==> src/common/fetch_pkg.sv <==
package fetch_pkg;

  ////////////////////////////////////////////////////////////
  // Privilege levels
  ////////////////////////////////////////////////////////////

  // Encoding follows the RISC-V mstatus.MPP field
  // Supervisor and hypervisor levels are not supported here
  typedef enum logic [1:0] {
    PRIV_LVL_U = 2'b00,
    PRIV_LVL_M = 2'b11
  } privlvl_t;

  ////////////////////////////////////////////////////////////
  // Instruction encodings
  ////////////////////////////////////////////////////////////

  // addi x0, x0, 0
  // Writes to x0 are discarded, so the dummy has no architectural effect
  localparam logic [31:0] DUMMY_INSTR = 32'h0000_0013;

  ////////////////////////////////////////////////////////////
  // Reset values
  ////////////////////////////////////////////////////////////

  // First fetch address after reset, word aligned
  localparam logic [31:0] RESET_PC = 32'h0000_0080;

endpackage

==> src/design/fetch_top.sv <==
module fetch_top #(
  parameter int          FIFO_DEPTH = 4,
  parameter logic [15:0] LFSR_SEED  = 16'hACE1
) (
  input  logic                clk,
  input  logic                rst_n,

  // Wishbone classic master
  output logic                wb_cyc_o,
  output logic                wb_stb_o,
  output logic                wb_we_o,
  output logic [31:0]         wb_adr_o,
  input  logic [31:0]         wb_dat_i,
  input  logic                wb_ack_i,

  // Controller
  input  logic                halt_if_i,
  input  logic                kill_if_i,
  input  logic                pc_set_i,
  input  logic [31:0]         pc_target_i,
  input  fetch_pkg::privlvl_t priv_lvl_i,
  input  logic                dummy_en_i,

  // Decode side
  output logic                if_valid_o,
  output logic [31:0]         instr_o,
  output logic [31:0]         pc_o,
  output fetch_pkg::privlvl_t priv_lvl_o,
  output logic                dummy_o,
  input  logic                id_ready_i
);

  localparam int LEVEL_W = $clog2(FIFO_DEPTH) + 1;

  // Flush of prefetcher, FIFO and output register
  logic                flush;

  // Prefetcher to FIFO
  logic                push;
  logic [31:0]         push_instr;
  logic [31:0]         push_addr;
  fetch_pkg::privlvl_t push_priv;
  logic [LEVEL_W-1:0]  fifo_level;

  // FIFO to fetch stage
  logic                fifo_valid;
  logic [31:0]         fifo_instr;
  logic [31:0]         fifo_addr;
  fetch_pkg::privlvl_t fifo_priv;
  logic                pop;

  // A new PC always discards what was fetched on the old path
  assign flush = kill_if_i | pc_set_i;

  ////////////////////////////////////////////////////////////
  // Prefetcher
  ////////////////////////////////////////////////////////////

  prefetch_ctrl #(
    .FIFO_DEPTH (FIFO_DEPTH)
  ) u_prefetch_ctrl (
    .clk          (clk),
    .rst_n        (rst_n),
    .wb_cyc_o     (wb_cyc_o),
    .wb_stb_o     (wb_stb_o),
    .wb_we_o      (wb_we_o),
    .wb_adr_o     (wb_adr_o),
    .wb_dat_i     (wb_dat_i),
    .wb_ack_i     (wb_ack_i),
    .kill_i       (flush),
    .pc_set_i     (pc_set_i),
    .pc_target_i  (pc_target_i),
    .priv_lvl_i   (priv_lvl_i),
    .fifo_level_i (fifo_level),
    .push_o       (push),
    .push_instr_o (push_instr),
    .push_addr_o  (push_addr),
    .push_priv_o  (push_priv)
  );

  prefetch_fifo #(
    .FIFO_DEPTH (FIFO_DEPTH)
  ) u_prefetch_fifo (
    .clk          (clk),
    .rst_n        (rst_n),
    .flush_i      (flush),
    .push_i       (push),
    .push_instr_i (push_instr),
    .push_addr_i  (push_addr),
    .push_priv_i  (push_priv),
    .pop_i        (pop),
    .valid_o      (fifo_valid),
    .instr_o      (fifo_instr),
    .addr_o       (fifo_addr),
    .priv_o       (fifo_priv),
    .level_o      (fifo_level)
  );

  ////////////////////////////////////////////////////////////
  // Fetch stage
  ////////////////////////////////////////////////////////////

  if_stage #(
    .LFSR_SEED (LFSR_SEED)
  ) u_if_stage (
    .clk          (clk),
    .rst_n        (rst_n),
    .halt_i       (halt_if_i),
    .kill_i       (flush),
    .dummy_en_i   (dummy_en_i),
    .id_ready_i   (id_ready_i),
    .fifo_valid_i (fifo_valid),
    .fifo_instr_i (fifo_instr),
    .fifo_addr_i  (fifo_addr),
    .fifo_priv_i  (fifo_priv),
    .pop_o        (pop),
    .if_valid_o   (if_valid_o),
    .instr_o      (instr_o),
    .pc_o         (pc_o),
    .priv_lvl_o   (priv_lvl_o),
    .dummy_o      (dummy_o)
  );

endmodule

==> src/design/if_stage/if_stage.sv <==
module if_stage #(
  parameter logic [15:0] LFSR_SEED = 16'hACE1
) (
  input  logic                clk,
  input  logic                rst_n,

  // Controller
  input  logic                halt_i,
  input  logic                kill_i,
  input  logic                dummy_en_i,

  // Decode handshake
  input  logic                id_ready_i,

  // Prefetch FIFO head
  input  logic                fifo_valid_i,
  input  logic [31:0]         fifo_instr_i,
  input  logic [31:0]         fifo_addr_i,
  input  fetch_pkg::privlvl_t fifo_priv_i,
  output logic                pop_o,

  // Toward decode
  output logic                if_valid_o,
  output logic [31:0]         instr_o,
  output logic [31:0]         pc_o,
  output fetch_pkg::privlvl_t priv_lvl_o,
  output logic                dummy_o
);

  // Output register
  logic                valid_q;
  logic                dummy_q;
  logic [31:0]         instr_q;
  logic [31:0]         pc_q;
  fetch_pkg::privlvl_t priv_q;

  // Remembers whether the last loaded entry was a dummy
  logic                last_dummy_q;

  logic [15:0]         lfsr_q;
  logic                lfsr_fb;

  logic                accept;
  logic                reg_free;
  logic                load;
  logic                insert_dummy;

  ////////////////////////////////////////////////////////////
  // Handshake and load decision
  ////////////////////////////////////////////////////////////

  // Halt and kill both hide the held entry from decode
  assign if_valid_o = valid_q & ~halt_i & ~kill_i;
  assign accept     = if_valid_o & id_ready_i;

  // Register can take a new entry when empty or being consumed
  assign reg_free = ~valid_q | accept;
  assign load     = reg_free & fifo_valid_i & ~halt_i & ~kill_i;

  // Never two dummies in a row, and only with a real entry waiting
  assign insert_dummy = dummy_en_i & lfsr_q[0] & ~last_dummy_q;

  // A dummy leaves the FIFO head in place
  assign pop_o = load & ~insert_dummy;

  ////////////////////////////////////////////////////////////
  // Dummy insertion LFSR
  ////////////////////////////////////////////////////////////

  // x^16 + x^14 + x^13 + x^11 + 1, maximal length
  assign lfsr_fb = lfsr_q[15] ^ lfsr_q[13] ^ lfsr_q[12] ^ lfsr_q[10];

  always_ff @(posedge clk or negedge rst_n) begin
    if (!rst_n) begin
      lfsr_q <= LFSR_SEED;
    end else if (accept) begin
      // One step per instruction taken by decode
      lfsr_q <= {lfsr_q[14:0], lfsr_fb};
    end
  end

  ////////////////////////////////////////////////////////////
  // Output register control
  ////////////////////////////////////////////////////////////

  always_ff @(posedge clk or negedge rst_n) begin
    if (!rst_n) begin
      valid_q      <= 1'b0;
      dummy_q      <= 1'b0;
      last_dummy_q <= 1'b0;
    end else if (kill_i) begin
      // Everything in flight is discarded
      valid_q      <= 1'b0;
      dummy_q      <= 1'b0;
      last_dummy_q <= 1'b0;
    end else if (load) begin
      valid_q      <= 1'b1;
      dummy_q      <= insert_dummy;
      last_dummy_q <= insert_dummy;
    end else if (accept) begin
      // Taken with nothing behind it
      valid_q <= 1'b0;
      dummy_q <= 1'b0;
    end
  end

  // Payload, dummy copies address and privilege of the FIFO head
  always_ff @(posedge clk) begin
    if (load) begin
      instr_q <= insert_dummy ? fetch_pkg::DUMMY_INSTR : fifo_instr_i;
      pc_q    <= fifo_addr_i;
      priv_q  <= fifo_priv_i;
    end
  end

  assign instr_o    = instr_q;
  assign pc_o       = pc_q;
  assign priv_lvl_o = priv_q;
  assign dummy_o    = dummy_q;

endmodule

==> src/design/prefetch/prefetch_ctrl.sv <==
module prefetch_ctrl #(
  parameter int FIFO_DEPTH = 4
) (
  input  logic                        clk,
  input  logic                        rst_n,

  // Wishbone classic master, read only
  output logic                        wb_cyc_o,
  output logic                        wb_stb_o,
  output logic                        wb_we_o,
  output logic [31:0]                 wb_adr_o,
  input  logic [31:0]                 wb_dat_i,
  input  logic                        wb_ack_i,

  // Flush and redirect
  input  logic                        kill_i,
  input  logic                        pc_set_i,
  input  logic [31:0]                 pc_target_i,
  input  fetch_pkg::privlvl_t         priv_lvl_i,

  // FIFO side
  input  logic [$clog2(FIFO_DEPTH):0] fifo_level_i,
  output logic                        push_o,
  output logic [31:0]                 push_instr_o,
  output logic [31:0]                 push_addr_o,
  output fetch_pkg::privlvl_t         push_priv_o
);

  localparam int LEVEL_W = $clog2(FIFO_DEPTH) + 1;

  logic                busy_q;
  logic                stale_q;
  logic [31:0]         adr_q;
  logic [31:0]         next_pc_q;
  fetch_pkg::privlvl_t cur_priv_q;
  fetch_pkg::privlvl_t req_priv_q;

  logic [LEVEL_W-1:0]  free_cnt;
  logic                outstanding;
  logic                credit_ok;
  logic                resp_done;
  logic                resp_good;
  logic                start_req;
  logic [31:0]         start_addr;

  ////////////////////////////////////////////////////////////
  // Credit and request decisions
  ////////////////////////////////////////////////////////////

  // Transfer ends on ack, good only if no flush hit it meanwhile
  assign resp_done = busy_q & wb_ack_i;
  assign resp_good = resp_done & ~stale_q;

  // Free slots minus the response still owed to the FIFO
  assign free_cnt    = LEVEL_W'(FIFO_DEPTH) - fifo_level_i;
  assign outstanding = busy_q & ~stale_q;
  assign credit_ok   = free_cnt > {{(LEVEL_W-1){1'b0}}, outstanding};

  // Next transfer may start on the ack cycle of the current one
  assign start_req  = ~kill_i & (~busy_q | resp_done) & credit_ok;

  // Back to back: continue right after the word just returned
  assign start_addr = resp_good ? adr_q + 32'd4 : next_pc_q;

  ////////////////////////////////////////////////////////////
  // Control state
  ////////////////////////////////////////////////////////////

  always_ff @(posedge clk or negedge rst_n) begin
    if (!rst_n) begin
      busy_q     <= 1'b0;
      stale_q    <= 1'b0;
      adr_q      <= fetch_pkg::RESET_PC;
      next_pc_q  <= fetch_pkg::RESET_PC;
      cur_priv_q <= fetch_pkg::PRIV_LVL_M;
    end else if (kill_i) begin
      // Open transfer must still run to its ack, data is then dropped
      busy_q  <= busy_q & ~wb_ack_i;
      stale_q <= busy_q & ~wb_ack_i;
      if (pc_set_i) begin
        // Low address bits ignored, fetch is word aligned
        next_pc_q  <= {pc_target_i[31:2], 2'b00};
        cur_priv_q <= priv_lvl_i;
      end
    end else begin
      if (resp_good) begin
        next_pc_q <= adr_q + 32'd4;
      end
      if (resp_done) begin
        busy_q  <= 1'b0;
        stale_q <= 1'b0;
      end
      if (start_req) begin
        busy_q <= 1'b1;
        adr_q  <= start_addr;
      end
    end
  end

  // Privilege is captured when the request starts
  always_ff @(posedge clk) begin
    if (start_req) begin
      req_priv_q <= cur_priv_q;
    end
  end

  ////////////////////////////////////////////////////////////
  // Outputs
  ////////////////////////////////////////////////////////////

  // cyc and stb stay high together for the whole transfer
  assign wb_cyc_o = busy_q;
  assign wb_stb_o = busy_q;
  assign wb_we_o  = 1'b0;
  assign wb_adr_o = adr_q;

  assign push_o       = resp_good;
  assign push_instr_o = wb_dat_i;
  assign push_addr_o  = adr_q;
  assign push_priv_o  = req_priv_q;

endmodule

==> src/design/prefetch/prefetch_fifo.sv <==
module prefetch_fifo #(
  parameter int FIFO_DEPTH = 4
) (
  input  logic                        clk,
  input  logic                        rst_n,
  input  logic                        flush_i,

  // Write side
  input  logic                        push_i,
  input  logic [31:0]                 push_instr_i,
  input  logic [31:0]                 push_addr_i,
  input  fetch_pkg::privlvl_t         push_priv_i,

  // Read side, head is shown while valid_o is high
  input  logic                        pop_i,
  output logic                        valid_o,
  output logic [31:0]                 instr_o,
  output logic [31:0]                 addr_o,
  output fetch_pkg::privlvl_t         priv_o,
  output logic [$clog2(FIFO_DEPTH):0] level_o
);

  localparam int PTR_W   = $clog2(FIFO_DEPTH);
  localparam int LEVEL_W = PTR_W + 1;

  // Storage, no reset needed
  logic [31:0]         instr_mem [FIFO_DEPTH];
  logic [31:0]         addr_mem  [FIFO_DEPTH];
  fetch_pkg::privlvl_t priv_mem  [FIFO_DEPTH];

  logic [PTR_W-1:0]    wr_ptr_q;
  logic [PTR_W-1:0]    rd_ptr_q;
  logic [LEVEL_W-1:0]  count_q;
  logic                push_ok;
  logic                pop_ok;

  // Overflow and underflow guarded locally
  assign push_ok = push_i & (count_q != LEVEL_W'(FIFO_DEPTH));
  assign pop_ok  = pop_i & (count_q != '0);

  // Pointers wrap naturally, depth is a power of two
  always_ff @(posedge clk or negedge rst_n) begin
    if (!rst_n) begin
      wr_ptr_q <= '0;
      rd_ptr_q <= '0;
      count_q  <= '0;
    end else if (flush_i) begin
      // Flush beats a push in the same cycle
      wr_ptr_q <= '0;
      rd_ptr_q <= '0;
      count_q  <= '0;
    end else begin
      if (push_ok) wr_ptr_q <= wr_ptr_q + 1'b1;
      if (pop_ok)  rd_ptr_q <= rd_ptr_q + 1'b1;
      count_q <= count_q + LEVEL_W'(push_ok) - LEVEL_W'(pop_ok);
    end
  end

  always_ff @(posedge clk) begin
    if (push_ok) begin
      instr_mem[wr_ptr_q] <= push_instr_i;
      addr_mem[wr_ptr_q]  <= push_addr_i;
      priv_mem[wr_ptr_q]  <= push_priv_i;
    end
  end

  assign valid_o = (count_q != '0);
  assign instr_o = instr_mem[rd_ptr_q];
  assign addr_o  = addr_mem[rd_ptr_q];
  assign priv_o  = priv_mem[rd_ptr_q];
  assign level_o = count_q;

endmodule

==> config.mk <==
export PLATFORM = sky130hd
export DESIGN_NAME = fetch_top
export DESIGN_NICKNAME = d
export VERILOG_FILES = /design/src/common/fetch_pkg.sv /design/src/design/fetch_top.sv /design/src/design/if_stage/if_stage.sv /design/src/design/prefetch/prefetch_ctrl.sv /design/src/design/prefetch/prefetch_fifo.sv
export SDC_FILE = /design/constraint.sdc
export NUM_CORES = 1
export LEC_CHECK = 0
export BUFFER_PORTS_ARGS = -buffer_cell sky130_fd_sc_hd__buf_2
export CAP_MARGIN = 30
export CORE_MARGIN = 1.5
export CORE_UTILIZATION = 59
export DETAILED_ROUTE_END_ITERATION = 8
export GPL_TIMING_DRIVEN = 0
export PLACE_DENSITY = 0.86
export SLEW_MARGIN = 20
export SYNTH_ARGS = -nofsm -noshare
export SYNTH_HDL_FRONTEND = slang
export SYNTH_SLANG_ARGS = --single-unit
export TNS_END_PERCENT = 100
==> constraint.sdc <==
create_clock -name clk -period 5.75 [get_ports clk]
set_clock_uncertainty 0.05 [all_clocks]
set_input_delay 0.2875 -clock clk [delete_from_list [all_inputs] [get_ports clk]]
set_output_delay 0.2875 -clock clk [all_outputs]
set_load 0.03 [all_outputs]
==> results of run 1 <==
[cell usage in the layout (no fill, tap or decap), types with 11 or more instances in the layout]
cell type and count:
edfxtp_1 332, clkbuf_1 51, nand3_1 14, inv_1 13
ha_1 11, dlygate4sd3_1 65, o21ai_0 42, nor2b_1 30
mux2_2 19, nand2_1 63, clkbuf_16 43, dfrtp_1 82
nor3_1 11, buf_2 184, nor2_1 45, xnor2_1 24
a21oi_1 41, dfstp_2 12, mux4_2 66
[repair_timing]
| item | CTS | global route |
|---|---|---|
| endpoints found under the hold margin | 243 | 0 |
| hold buffers | 65 | 0 |
| setup endpoints to repair | 0 | 0 |
[worst max path at each step]
stage                                               startpoint  slack, ns                                    to
after floorplan           u_prefetch_fifo.level_o[1]$_DFF_PN0_       1.18   u_if_stage.instr_o[0]$_SDFFCE_PP1N_
after global placement    u_prefetch_fifo.level_o[1]$_DFF_PN0_      -0.53  u_if_stage.instr_o[14]$_SDFFCE_PP0N_
after detailed placement      u_if_stage.lfsr_q[0]$_DFFE_PN1P_       2.47  u_prefetch_fifo.level_o[2]$_DFF_PN0_
after CTS                     u_if_stage.lfsr_q[0]$_DFFE_PN1P_       2.35  u_prefetch_fifo.level_o[2]$_DFF_PN0_
after global routing          u_if_stage.lfsr_q[0]$_DFFE_PN1P_       2.24  u_prefetch_fifo.level_o[2]$_DFF_PN0_
final                         u_if_stage.lfsr_q[0]$_DFFE_PN1P_       2.39  u_prefetch_fifo.level_o[2]$_DFF_PN0_
[sequential cells by signal, summed over array words and instances, names as in the netlist]
signal	flops
u_if_stage.dummy_o	1
u_if_stage.instr_o	32
u_if_stage.last_dummy_q	1
u_if_stage.lfsr_q	16
u_if_stage.pc_o	32
u_if_stage.priv_lvl_o	2
u_if_stage.valid_q	1
u_prefetch_ctrl.cur_priv_q	2
u_prefetch_ctrl.next_pc_q	32
u_prefetch_ctrl.push_addr_o	32
u_prefetch_ctrl.push_priv_o	2
u_prefetch_ctrl.stale_q	1
u_prefetch_ctrl.wb_cyc_o	1
u_prefetch_fifo.addr_mem	128
u_prefetch_fifo.instr_mem	128
u_prefetch_fifo.level_o	3
u_prefetch_fifo.priv_mem	8
u_prefetch_fifo.rd_ptr_q	2
u_prefetch_fifo.wr_ptr_q	2
[logic make-up after synthesis]
logic type / after synthesis / synth area share (%)
flip-flops: 426 / 72.84
AND/OR/NAND/NOR: 228 / 7.048
AO/OA/AOI/OAI: 146 / 5.356
multiplexers: 92 / 10.45
buffers and inverters: 76 / 1.847
XOR/XNOR: 29 / 1.500
adder cells (fa/ha/maj): 12 / 0.9308
other: 1 / 0.02214
[metrics by stage]
stage | cells | total power, uW
2_1_floorplan | 1010 | 4144
3_3_place_gp | 1560 | 4386
3_5_place_dp | 1567 | 4426
4_1_cts | 1712 | 7178
5_1_grt | 1713 | 7393
6_report | 1713 | 7175
[cell type report]
class	count	area share, %
plain buffers	62	1.268
inverters	14	0.2561
diodes	1	0.01219
clock inverters	25	1.244
well taps	378	2.305
flip-flops and latches	426	60.12
repair buffers	244	8.262
multi-input cells	508	20.97
clock buffers	55	5.561
[routing by layer]
layer	global-route usage (%)	vias up
met5	0	-
met1	35.02	5245
li1	-	4470
met3	5.493	93
met4	8.771	0
met2	46.09	576
[critical path, stage by stage (launching register included)]
cell      delay (ns)
dfstp_2         0.54
and3b_1         0.18
clkbuf_1        0.48
clkbuf_1        0.51
nor3_1          0.13
ha_1            0.29
inv_1           0.06
ha_1            0.13
inv_1           0.06
fa_1            0.40
xnor2_1         0.19
xnor2_1         0.13
nor2_1          0.06
[power groups by stage]
stage	Clock (uW)	Combinational, uW	Sequential, uW
after detailed placement	0	652	3770
after floorplan	0	320	3820
after global placement	0	624	3760
after CTS	2770	694	3720
after global routing	2900	754	3740
final	2750	698	3720
==> reports/results.txt, run 1 <==
Core area - 28010 um2
Mapped Nets - 1096
Clock root buffer - clkbuf_16
# resized after CTS - 0
Met3 WL - 3252 um
Post CTS Setup Buffer Count - 0
EDFF count, synth - 332
Main area contributors after synthesis - edfxtp_1, dfrtp_1, mux4_2
Synth Register Bits - 426
Post-Synthesis Cells - 1010
Worst path arrival time - 3.72 ns
DRT Pass-1 Iters - 5
Kind of critical path - flop to flop
Comb pwr share - 9.7%
Sequential Area - 12340 um2
Area of the die - 29730 um2
Worst Hold Path Cells - 4
Die Y - 172.4 um
DR top layer - met4
R2R depth - 12
Maximum net fanout on the critical path - 10
Pre-CTS setup slack - 2.466 ns
Fin Hold WS - 0.07447 ns
Antenna-violating nets left - 0
Worst hold start - pc_target_i[23]
Initial core utilization - 60.46%
Post-synth top area share - 58.87%
Post-synth ARST share - 22.07%
M1 wire length - 15000 um
Ys flop type - edfxtp_1
Core Util, Final - 73.26%
Sequential share of power - 51.9%
GRT Resource Usage Total - 27.01%
Initial detailed-routing violation count - 1106
R2r setup slk - 2.39 ns
Routed vias - 10380
Worst slew margin - 49.25%
Fin crit period - 3.358 ns
Yosys Warn Count - 0
Hold Path Class - input pin to flop
Pint - 5388 uW
Filler cell count - 1698
DRC - 0
Cell variety after synth - 57
Mapped cell area - 16940 um2
Type of origin of the critical path - flop
Num CTS Buffers - 43
VDD IR max - 0.2485 mV
MaxCap Viol Count - 0
Dpl cell area - 18470 um2
Share of layout cells above drive strength 1 - 27.96%
Crit share post-route - 58.40%
I/O Buffers - 172
Crit Reg-Reg Endpoint - u_prefetch_fifo.level_o[2]$_DFF_PN0_
# rows - 61
Post-DP HPWL - 23610 um
Multi-input gate area - 4304 um2
GPL Wtd Cong - 0.9101
H-Tree Depth - 2
Setup tns final - 0 ns
Commonest cells in the synthesized netlist - edfxtp_1, dfrtp_1, mux4_2
Largest net degree at the start of global routing - 67
Switching pwr - 1787 uW
Final wirelength - 38930 um
Top-level port count - 177
P&R area growth vs syn - 21.17%
CTS tree - built
Worst Setup End Kind - flop
CP required - 6.11 ns
RSZ-0062 raised after global routing - no
Fmax - 0.2978 GHz
Buffer depth of the longest clock path - 3
Wire per inst - 22.72 um
Detail Route met2 WL - 19550 um
Slew Viols, Final - 0
GRT overflow - 0
Outcome - completed
Post-route cell area - 20520 um2
Syn_area_per_cell - 16.77 um2
Hold endpoint - u_prefetch_ctrl.next_pc_q[23]$_DFFE_PN0P_
Vias in the first global route - 10480
Initial antenna violation count - 1
Cell type with the largest total area after synthesis - edfxtp_1
Reg2reg start - u_if_stage.lfsr_q[0]$_DFFE_PN1P_
Sw frac - 24.91%
Pwr Density - 349.6 nW/um2
Top-count cell post-synth - edfxtp_1
Setup WS post-layout - 2.392 ns
Share of power burned in the clock network - 38.4%
Clk pin slew, worst setup/hold paths - 0.06 ns
Setup violators final - 0
First-pass GRT wire length - 59420 um
Clk_lat worst skew - 0.54 ns
Die X-Extent - 172.4 um
Pleak - 0.007338 uW
Clk sinks - 426
Post-DR vias/cell - 6.062
Final hold vios - 0
Nets - 1385
Post-synthesis sequential area ratio - 72.84%
Slew @ Worst Pin - 0.7585 ns
(Power assumes the default switching activity.)
==> inputs of run 2 (changes only) <==
ABC_AREA = 1   (was unset)
CORE_UTILIZATION = 53   (was 59)
PLACE_DENSITY = 0.82   (was 0.86)
clock period = 3 ns   (was 5.75 ns; I/O delays follow)
==> run 2 against run 1 <==
Final cell count is 35% higher; count of clock-buffer cells in the layout is 2 lower; setup slack worse by 2.2 ns; critical path type unchanged; largest power group unchanged.
==> reports/results.txt, run 2 <==
Commonest non-fill, non-tap cell in the layout - edfxtp_1
First-pass GRT wire length - 67090 um (+13%)
Initial antenna violation count - 2 (+1)
# rows - 66 (+8.2%)
Final hold vios - 0 (unchanged)
Post CTS Setup Buffer Count - 0 (unchanged)
Reg2reg start - u_prefetch_fifo.level_o[1]$_DFF_PN0_
Outcome - completed
Setup violators final - 0 (unchanged)
MaxCap Viol Count - 0 (unchanged)
Top-count cell post-synth - edfxtp_1
Commonest cells in the synthesized netlist - edfxtp_1, nand2_1, nor2_1
P&R area growth vs syn - 22.29%
Area of the die - 34010 um2 (+14%)
Type of origin of the critical path - flop
Die X-Extent - 184.4 um (+7.0%)
Pwr Density - 651.9 nW/um2 (+86%)
Worst Setup End Kind - flop
R2R depth - 8 (-4)
EDFF count, synth - 332 (unchanged)
I/O Buffers - 173 (+0.58%)
Clock root buffer - clkbuf_16
Clk sinks - 426 (unchanged)
DRC - 0 (unchanged)
Maximum net fanout on the critical path - 23 (+13)
VDD IR max - 0.4286 mV (+72%)
Post-synthesis sequential area ratio - 70.72% (-2.1 points)
Initial core utilization - 53.76% (-6.7 points)
Largest regs - u_prefetch_fifo.addr_mem: 128 flops, u_prefetch_fifo.instr_mem: 128 flops
Crit-path slowest cell - nor2_4
Pleak - 0.008299 uW (+13%)
Hold Path Class - input pin to flop
Post-DR vias/cell - 5.517 (-9.0%)
Post-synth ARST share - 22.07% (unchanged)
CTS tree - built
Kind of critical path - flop to flop
Fin Hold WS - 0.02711 ns (-0.04737 ns)
Cell type with the largest total area after synthesis - edfxtp_1
H-Tree Depth - 2 (unchanged)
Initial detailed-routing violation count - 1268 (+15%)
DRT Pass-1 Iters - 7 (+2)
Synth Register Bits - 426 (unchanged)
Slew @ Worst Pin - 0.7908 ns (+0.03235 ns)
Main area contributors after synthesis - edfxtp_1, dfrtp_1, nand2_1
Post-DP HPWL - 28440 um (+20%)
CP required - 3.18 ns (-2.93 ns)
Ys flop type - edfxtp_1
CP bufs+invs - 4 (unchanged)
Yosys Warn Count - 0 (unchanged)
Max incr delay on CP - 0.63 ns (+0.09 ns)
Clk pin slew, worst setup/hold paths - 0.06 ns (about the same)
Hold endpoint - u_if_stage.lfsr_q[1]$_DFFE_PN0P_
Mapped cell area - 17450 um2 (+3.0%)
Largest net degree at the start of global routing - 75 (+12%)
Crit path cell chain - inv_1, ha_1, ha_1, nor2_1, inv_2, nor2_4, buf_12, buf_12
Wire per inst - 18.89 um (-17%)
Syn_area_per_cell - 11.35 um2 (-32%)
Routed vias - 12780 (+23%)
Antenna-violating nets left - 0 (unchanged)
Post-Synthesis Cells - 1537 (+52%)
Crit Reg-Reg Endpoint - u_prefetch_fifo.instr_mem[0][6]$_DFFE_PP_
Worst slew margin - 47.15% (-2.1 points)
Cell variety after synth - 38 (-33%)
Mapped Nets - 1623 (+48%)
Clk_lat worst skew - 0.54 ns (about the same)
Fmax - 0.3528 GHz (+18%)
Fin crit period - 2.834 ns (-0.5233 ns)
Placed cells - 2166 (+38%)
Slew Viols, Final - 0 (unchanged)
GRT Resource Usage Total - 25.95% (-1.1 points)
Buffer depth of the longest clock path - 3 (unchanged)
Worst path arrival time - 3.01 ns (-0.71 ns)
GPL Wtd Cong - 0.9731 (+6.9%)
RSZ-0062 raised after global routing - no
Post-route insts no fill - 2316 (+35%)
GRT overflow - 0 (unchanged)
Share of layout cells above drive strength 1 - 17.95% (-10 points)
Crit share post-route - 94.48% (+36 points)
Largest delay contributor family on the critical path - simple AND/OR/NAND/NOR gates
R2r setup slk - 0.17 ns (-2.23 ns)
Final wirelength - 43760 um (+12%)
Multi-input gate area - 4444 um2 (+3.3%)
Vias in the first global route - 12560 (+20%)
Worst hold start - halt_if_i
Worst Hold Path Cells - 4 (unchanged)
Nets - 1926 (+39%)
Top-level port count - 177 (unchanged)
Num CTS Buffers - 43 (unchanged)
Core area - 32450 um2 (+16%)
Die Y - 184.4 um (+7.0%)
Filler cell count - 2281 (+34%)
Sequential Area - 12340 um2 (unchanged)
Most frequent cells in the layout - edfxtp_1, nand2_1, nor2_1
Post-synth top area share - 57.15% (-1.7 points)
==> run 2: changes by cell type in the layout (fill, tap and decap cells not counted), moves of 21 or more <==
cell | previous run | this run
nor2b_1 | 30 | 0
nand2_1 | 63 | 284
o21ai_0 | 42 | 167
o22ai_1 | 6 | 34
mux4_2 | 66 | 0
nand3_1 | 14 | 84
inv_1 | 13 | 89
nor2_1 | 45 | 239
xnor2_1 | 24 | 3
==> run 2: how the worst max path moves through the flow <==
stage,from,to,cells after the start
floorplan,u_prefetch_ctrl.wb_cyc_o$_DFFE_PN0P_,u_prefetch_fifo.addr_mem[0][0]$_DFFE_PP_,6
global placement,u_prefetch_fifo.level_o[1]$_DFF_PN0_,u_prefetch_fifo.instr_mem[3][3]$_DFFE_PP_,6
CTS,u_prefetch_fifo.level_o[1]$_DFF_PN0_,u_prefetch_fifo.instr_mem[0][12]$_DFFE_PP_,8
finish,u_prefetch_fifo.level_o[1]$_DFF_PN0_,u_prefetch_fifo.instr_mem[0][6]$_DFFE_PP_,8
global route,u_prefetch_fifo.level_o[1]$_DFF_PN0_,u_prefetch_fifo.instr_mem[0][11]$_DFFE_PP_,8
detailed placement,u_prefetch_fifo.level_o[1]$_DFF_PN0_,u_prefetch_fifo.instr_mem[0][2]$_DFFE_PP_,8
==> run 2: repair_timing <==
| action | in CTS | in global routing |
|---|---|---|
| resized for setup | 0 | 1 |
| hold buffers | 71 | 0 |
| endpoints found under the setup margin | 0 | 46 |
| endpoints found under the hold margin | 253 | 0 |
==> run 2: layout make-up <==
class	count	share of cell area, %
Antenna cell	2	0.02346
Buffer	74	1.589
Clock buffer	53	5.419
Clock inverter	24	1.050
Inverter	96	1.689
Multi-Input combinational cell	941	20.83
Sequential cell	426	57.83
Tap cell	442	2.592
Timing Repair Buffer	258	8.979
==> run 2: layer usage <==
| metal | track usage (%) | up-vias | share of wire (%) |
|---|---|---|---|
| met2 | 45.25 | 683 | 50 |
| met4 | 8.984 | 0 | 2.8 |
| met1 | 33.32 | 6116 | 39 |
| li1 | - | 5893 | - |
| met3 | 3.675 | 86 | 8.9 |
| met5 | 0 | - | 0 |
==> run 2: cell families after synthesis <==
kind of cell / count (synthesis) / synth area share [%]
buffers and inverters: 170 / 4.009
flip-flops: 426 / 70.72
AND/OR/NAND/NOR: 647 / 15.29
XOR/XNOR: 11 / 0.5523
AO/OA/AOI/OAI: 268 / 8.391
other: 1 / 0.02150
adder cells (fa/ha/maj): 12 / 0.9037
multiplexers: 2 / 0.1148
==> run 2: worst register-to-register path: stages (launching register included) <==
cell	delay, ns
dfrtp_1	0.43
inv_1	0.06
ha_1	0.20
ha_1	0.19
nor2_1	0.25
inv_2	0.17
nor2_4	0.63
buf_12	0.28
buf_12	0.24
==> run 2: power by group <==
part / total, uW / internal [uW] / switching [uW] / leakage [uW]
registers: 7110 / 6740 / 375 / 0.00418
logic: 1540 / 505 / 1040 / 0.00346
clock network: 5250 / 3080 / 2170 / 0.000664
total: 13900 / 10300 / 3580 / 0.00830
==> run 2: through the flow <==
step | TNS, ns | total power [uW] | instance area [um2] | setup WS [ns] | utilization, %
after floorplan | -97.56 | 8027 | 17460 | -0.3695 | -
after global placement | -438.10 | 8574 | 18880 | -1.672 | 58.17
final | 0 | 13910 | 21330 | 0.1655 | 65.74
after detailed placement | 0 | 8648 | 19240 | 0.1178 | 59.28
after CTS | 0 | 13890 | 21330 | 0.08262 | 65.72
after global routing | 0 | 14340 | 21330 | 0.002114 | 65.74
==> inputs of run 3 (changes only) <==
PLACE_DENSITY = 0.81   (was 0.82)
SYNTH_HIERARCHICAL = 1   (was unset)
==> run 3 against run 2 <==
Clock power hardly changed; via count rose by 0.73%; hold slack better by 0.037 ns; die area up 3.8%.
==> reports/results.txt, run 3 <==
Fmax - 0.3576 GHz (+1.4%)
Synth Register Bits - 426 (unchanged)
Area of the die - 35320 um2 (+3.8%)
Die Y - 187.9 um (+1.9%)
Num CTS Buffers - 43 (unchanged)
First-pass GRT wire length - 67060 um (about the same)
Post-DP HPWL - 28720 um (+0.98%)
Pwr Density - 628.4 nW/um2 (-3.6%)
Syn_area_per_cell - 11.31 um2 (-0.31%)
P&R area growth vs syn - 20.85%
Clk pin slew, worst setup/hold paths - 0.06 ns (about the same)
Detail Route met2 WL - 21700 um (-0.33%)
Cell variety after synth - 41 (+7.9%)
Largest net degree at the start of global routing - 76 (+1.3%)
Buffer depth of the longest clock path - 3 (unchanged)
DRC - 0 (unchanged)
Share of power burned in the clock network - 38.0% (+0.2 points)
Worst Hold Path Cells - 5 (+1)
Setup violators final - 0 (unchanged)
Routed vias - 12870 (+0.73%)
Clk_lat worst skew - 0.54 ns (about the same)
Met3 WL - 3304 um (-15%)
GRT overflow - 0 (unchanged)
# rows - 67 (+1.5%)
H-Tree Depth - 2 (unchanged)
Placed cells - 2205 (+1.8%)
Worst Setup End Kind - flop
Pre-CTS setup slack - -0.1564 ns (-0.2742 ns)
Initial antenna violation count - 0 (-2)
Slew @ Worst Pin - 0.7947 ns (+0.003913 ns)
Commonest cells in the synthesized netlist - edfxtp_1, nand2_1, nor2_1
MaxCap Viol Count - 0 (unchanged)
Fin crit period - 2.796 ns (-0.03804 ns)
Post-synthesis sequential area ratio - 68.06% (-2.7 points)
Sequential share of power - 51.7% (+0.6 points)
Crit share post-route - 93.21% (-1.3 points)
GPL Wtd Cong - 0.9135 (-6.1%)
GRT Resource Usage Total - 24.42% (-1.5 points)
Hold Path Class - input pin to flop
Setup tns final - 0 ns (unchanged)
Post-synth top area share - 55.00% (-2.1 points)
R2R depth - 7 (-1)
Pleak - 0.008809 uW (+6.2%)
Initial detailed-routing violation count - 1258 (-0.79%)
R2r setup slk - 0.20 ns (+0.04 ns)
Final wirelength - 43130 um (-1.4%)
Switching pwr - 3411 uW (-4.8%)
Maximum net fanout on the critical path - 23 (unchanged)
Fin Hold WS - 0.06457 ns (+0.03746 ns)
Antenna Cells - 0 (-2)
Core area - 33620 um2 (+3.6%)
CTS tree - built
CP required - 3.18 ns (about the same)
RSZ-0062 raised after global routing - no
Initial core utilization - 53.92% (+0.17 points)
Setup WS post-layout - 0.2036 ns (+0.03804 ns)
Vias in the first global route - 12590 (+0.25%)
Pint - 10350 uW (+0.29%)
Hold endpoint - u_if_stage/dummy_o$_DFFE_PN0P_
Post-Synthesis Cells - 1602 (+4.2%)
Mapped Nets - 1686 (+3.9%)
Pwr Total - 13770 uW (-1.0%)
Antenna-violating nets left - 0 (unchanged)
Yosys Warn Count - 6 (+6)
Reg2reg start - u_prefetch_ctrl/wb_cyc_o$_DFFE_PN0P_
Post-route insts no fill - 2355 (+1.7%)
Ys flop type - edfxtp_1
Largest regs - u_prefetch_fifo/addr_mem: 128 flops, u_prefetch_fifo/instr_mem: 128 flops
Post-synth ARST share - 22.07% (unchanged)
Clk sinks - 426 (unchanged)
M1 wire length - 16880 um (-0.11%)
Type of origin of the critical path - flop
Nets - 1958 (+1.7%)
Post-DR vias/cell - 5.465 (-0.94%)
DRT Pass-1 Iters - 5 (-2)
DR top layer - met4
Worst hold start - dummy_en_i
Main area contributors after synthesis - edfxtp_1, dfrtp_1, nand2_1
Die X-Extent - 187.9 um (+1.9%)
Final hold vios - 0 (unchanged)
Crit Reg-Reg Endpoint - u_prefetch_fifo/priv_mem[3][0]$_DFFE_PP_
Cell type with the largest total area after synthesis - edfxtp_1
Outcome - completed
Top-level port count - 177 (unchanged)
Kind of critical path - flop to flop
Slew Viols, Final - 0 (unchanged)
Share of layout cells above drive strength 1 - 21.24% (+3.3 points)
Commonest non-fill, non-tap cell in the layout - edfxtp_1
Top-count cell post-synth - edfxtp_1
Worst slew margin - 46.89% (-0.26 points)
Filler cell count - 2401 (+5.3%)
VDD IR max - 0.4532 mV (+5.7%)
Wire per inst - 18.31 um (-3.1%)
Mapped cell area - 18130 um2 (+3.9%)
Comb pwr share - 10.3% (-0.8 points)
I/O Buffers - 141 (-18%)
Clock root buffer - clkbuf_16
Worst path arrival time - 2.98 ns (-0.03 ns)
Most frequent cells in the layout - edfxtp_1, nand2_1, nor2_1
Sw frac - 24.78% (-0.98 points)
EDFF count, synth - 332 (unchanged)
-- run 3: cell count changes after synthesis, sizes merged, moves of 17 or more --
cell | previous run | this run
buf | 39 | 116
o22ai | 34 | 67
inv | 96 | 128
a21oi | 32 | 6
nor2 | 256 | 231
clkbuf | 35 | 18
-- run 3: area by class of cell --
cell class	count	area, um2	area share, %
inverters	129	489.2	2.233
clock buffers	56	1190	5.432
plain buffers	134	915.9	4.181
clock inverters	22	196.4	0.8968
repair buffers	227	1778	8.117
flip-flops and latches	426	12340	56.32
multi-input cells	913	4438	20.26
well taps	448	560.5	2.559
-- run 3: through the flow --
step	util [%]	instance area [um2]
floorplan	-	18140
global placement	57.74	19410
detailed placement	58.85	19780
CTS	65.10	21880
global route	65.16	21900
finish	65.16	21900
-- run 3: how the worst max path moves through the flow --
| stage | to | slack, ns | start |
|---|---|---|---|
| 2_1_floorplan | u_prefetch_fifo/addr_mem[0][0]$_DFFE_PP_ | -0.50 | u_prefetch_ctrl/wb_cyc_o$_DFFE_PN0P_ |
| 3_3_place_gp | u_prefetch_fifo/instr_mem[3][6]$_DFFE_PP_ | -1.65 | u_prefetch_ctrl/wb_cyc_o$_DFFE_PN0P_ |
| 6_report | u_prefetch_fifo/priv_mem[3][0]$_DFFE_PP_ | 0.20 | u_prefetch_ctrl/wb_cyc_o$_DFFE_PN0P_ |
| 5_1_grt | u_prefetch_fifo/level_o[2]$_DFF_PN0_ | 0.01 | u_prefetch_fifo/level_o[1]$_DFF_PN0_ |
| 3_5_place_dp | u_prefetch_fifo/level_o[2]$_DFF_PN0_ | -0.16 | u_if_stage/lfsr_q[0]$_DFFE_PN1P_ |
| 4_1_cts | u_prefetch_fifo/addr_mem[3][26]$_DFFE_PP_ | 0.04 | u_prefetch_ctrl/wb_cyc_o$_DFFE_PN0P_ |
-- run 3: critical path, stage by stage, from the launching register on --
cell	delay, ns
dfrtp_1	0.40
nand2_1	0.12
nor2_4	0.20
buf_2	0.30
nand2_2	0.23
nor2_4	0.66
buf_12	0.28
buf_12	0.22
-- run 3: timing repair --
| action | 4_1_cts | 5_1_grt |
|---|---|---|
| endpoints found under the setup margin | 2 | 47 |
| hold endpoints to repair | 259 | 0 |
| gates resized for setup | 1 | 3 |
| hold buffers | 71 | 0 |
| buffers inserted | 0 | 1 |
| pin swaps | 0 | 1 |
-- run 3: kinds of logic (layout without fill, tap and decap cells) --
kind of cell	count (synthesis)	count (layout)	synth area share, %
fa+ha+maj	10	10	0.7317
flops	426	426	68.06
simple gates	618	618	14.51
compound gates	277	277	8.587
xor+xnor	7	7	0.3382
buf+inv	263	568	7.752
other cells	1	1	0.02069
-- run 3: routing by layer --
layer | GRT usage, % | up-vias
met5 | 0 | -
met4 | 8.708 | 0
met3 | 3.294 | 89
met2 | 42.04 | 626
met1 | 31.87 | 6174
li1 | - | 5982
-- run 3: power by group through the flow --
stage	combinational [uW]	sequential [uW]	clock, uW
final	1420	7120	5230
after global routing	1540	7160	5520
after CTS	1410	7110	5290
after floorplan	944	7070	0
after detailed placement	1320	7220	0
after global placement	1250	7210	0
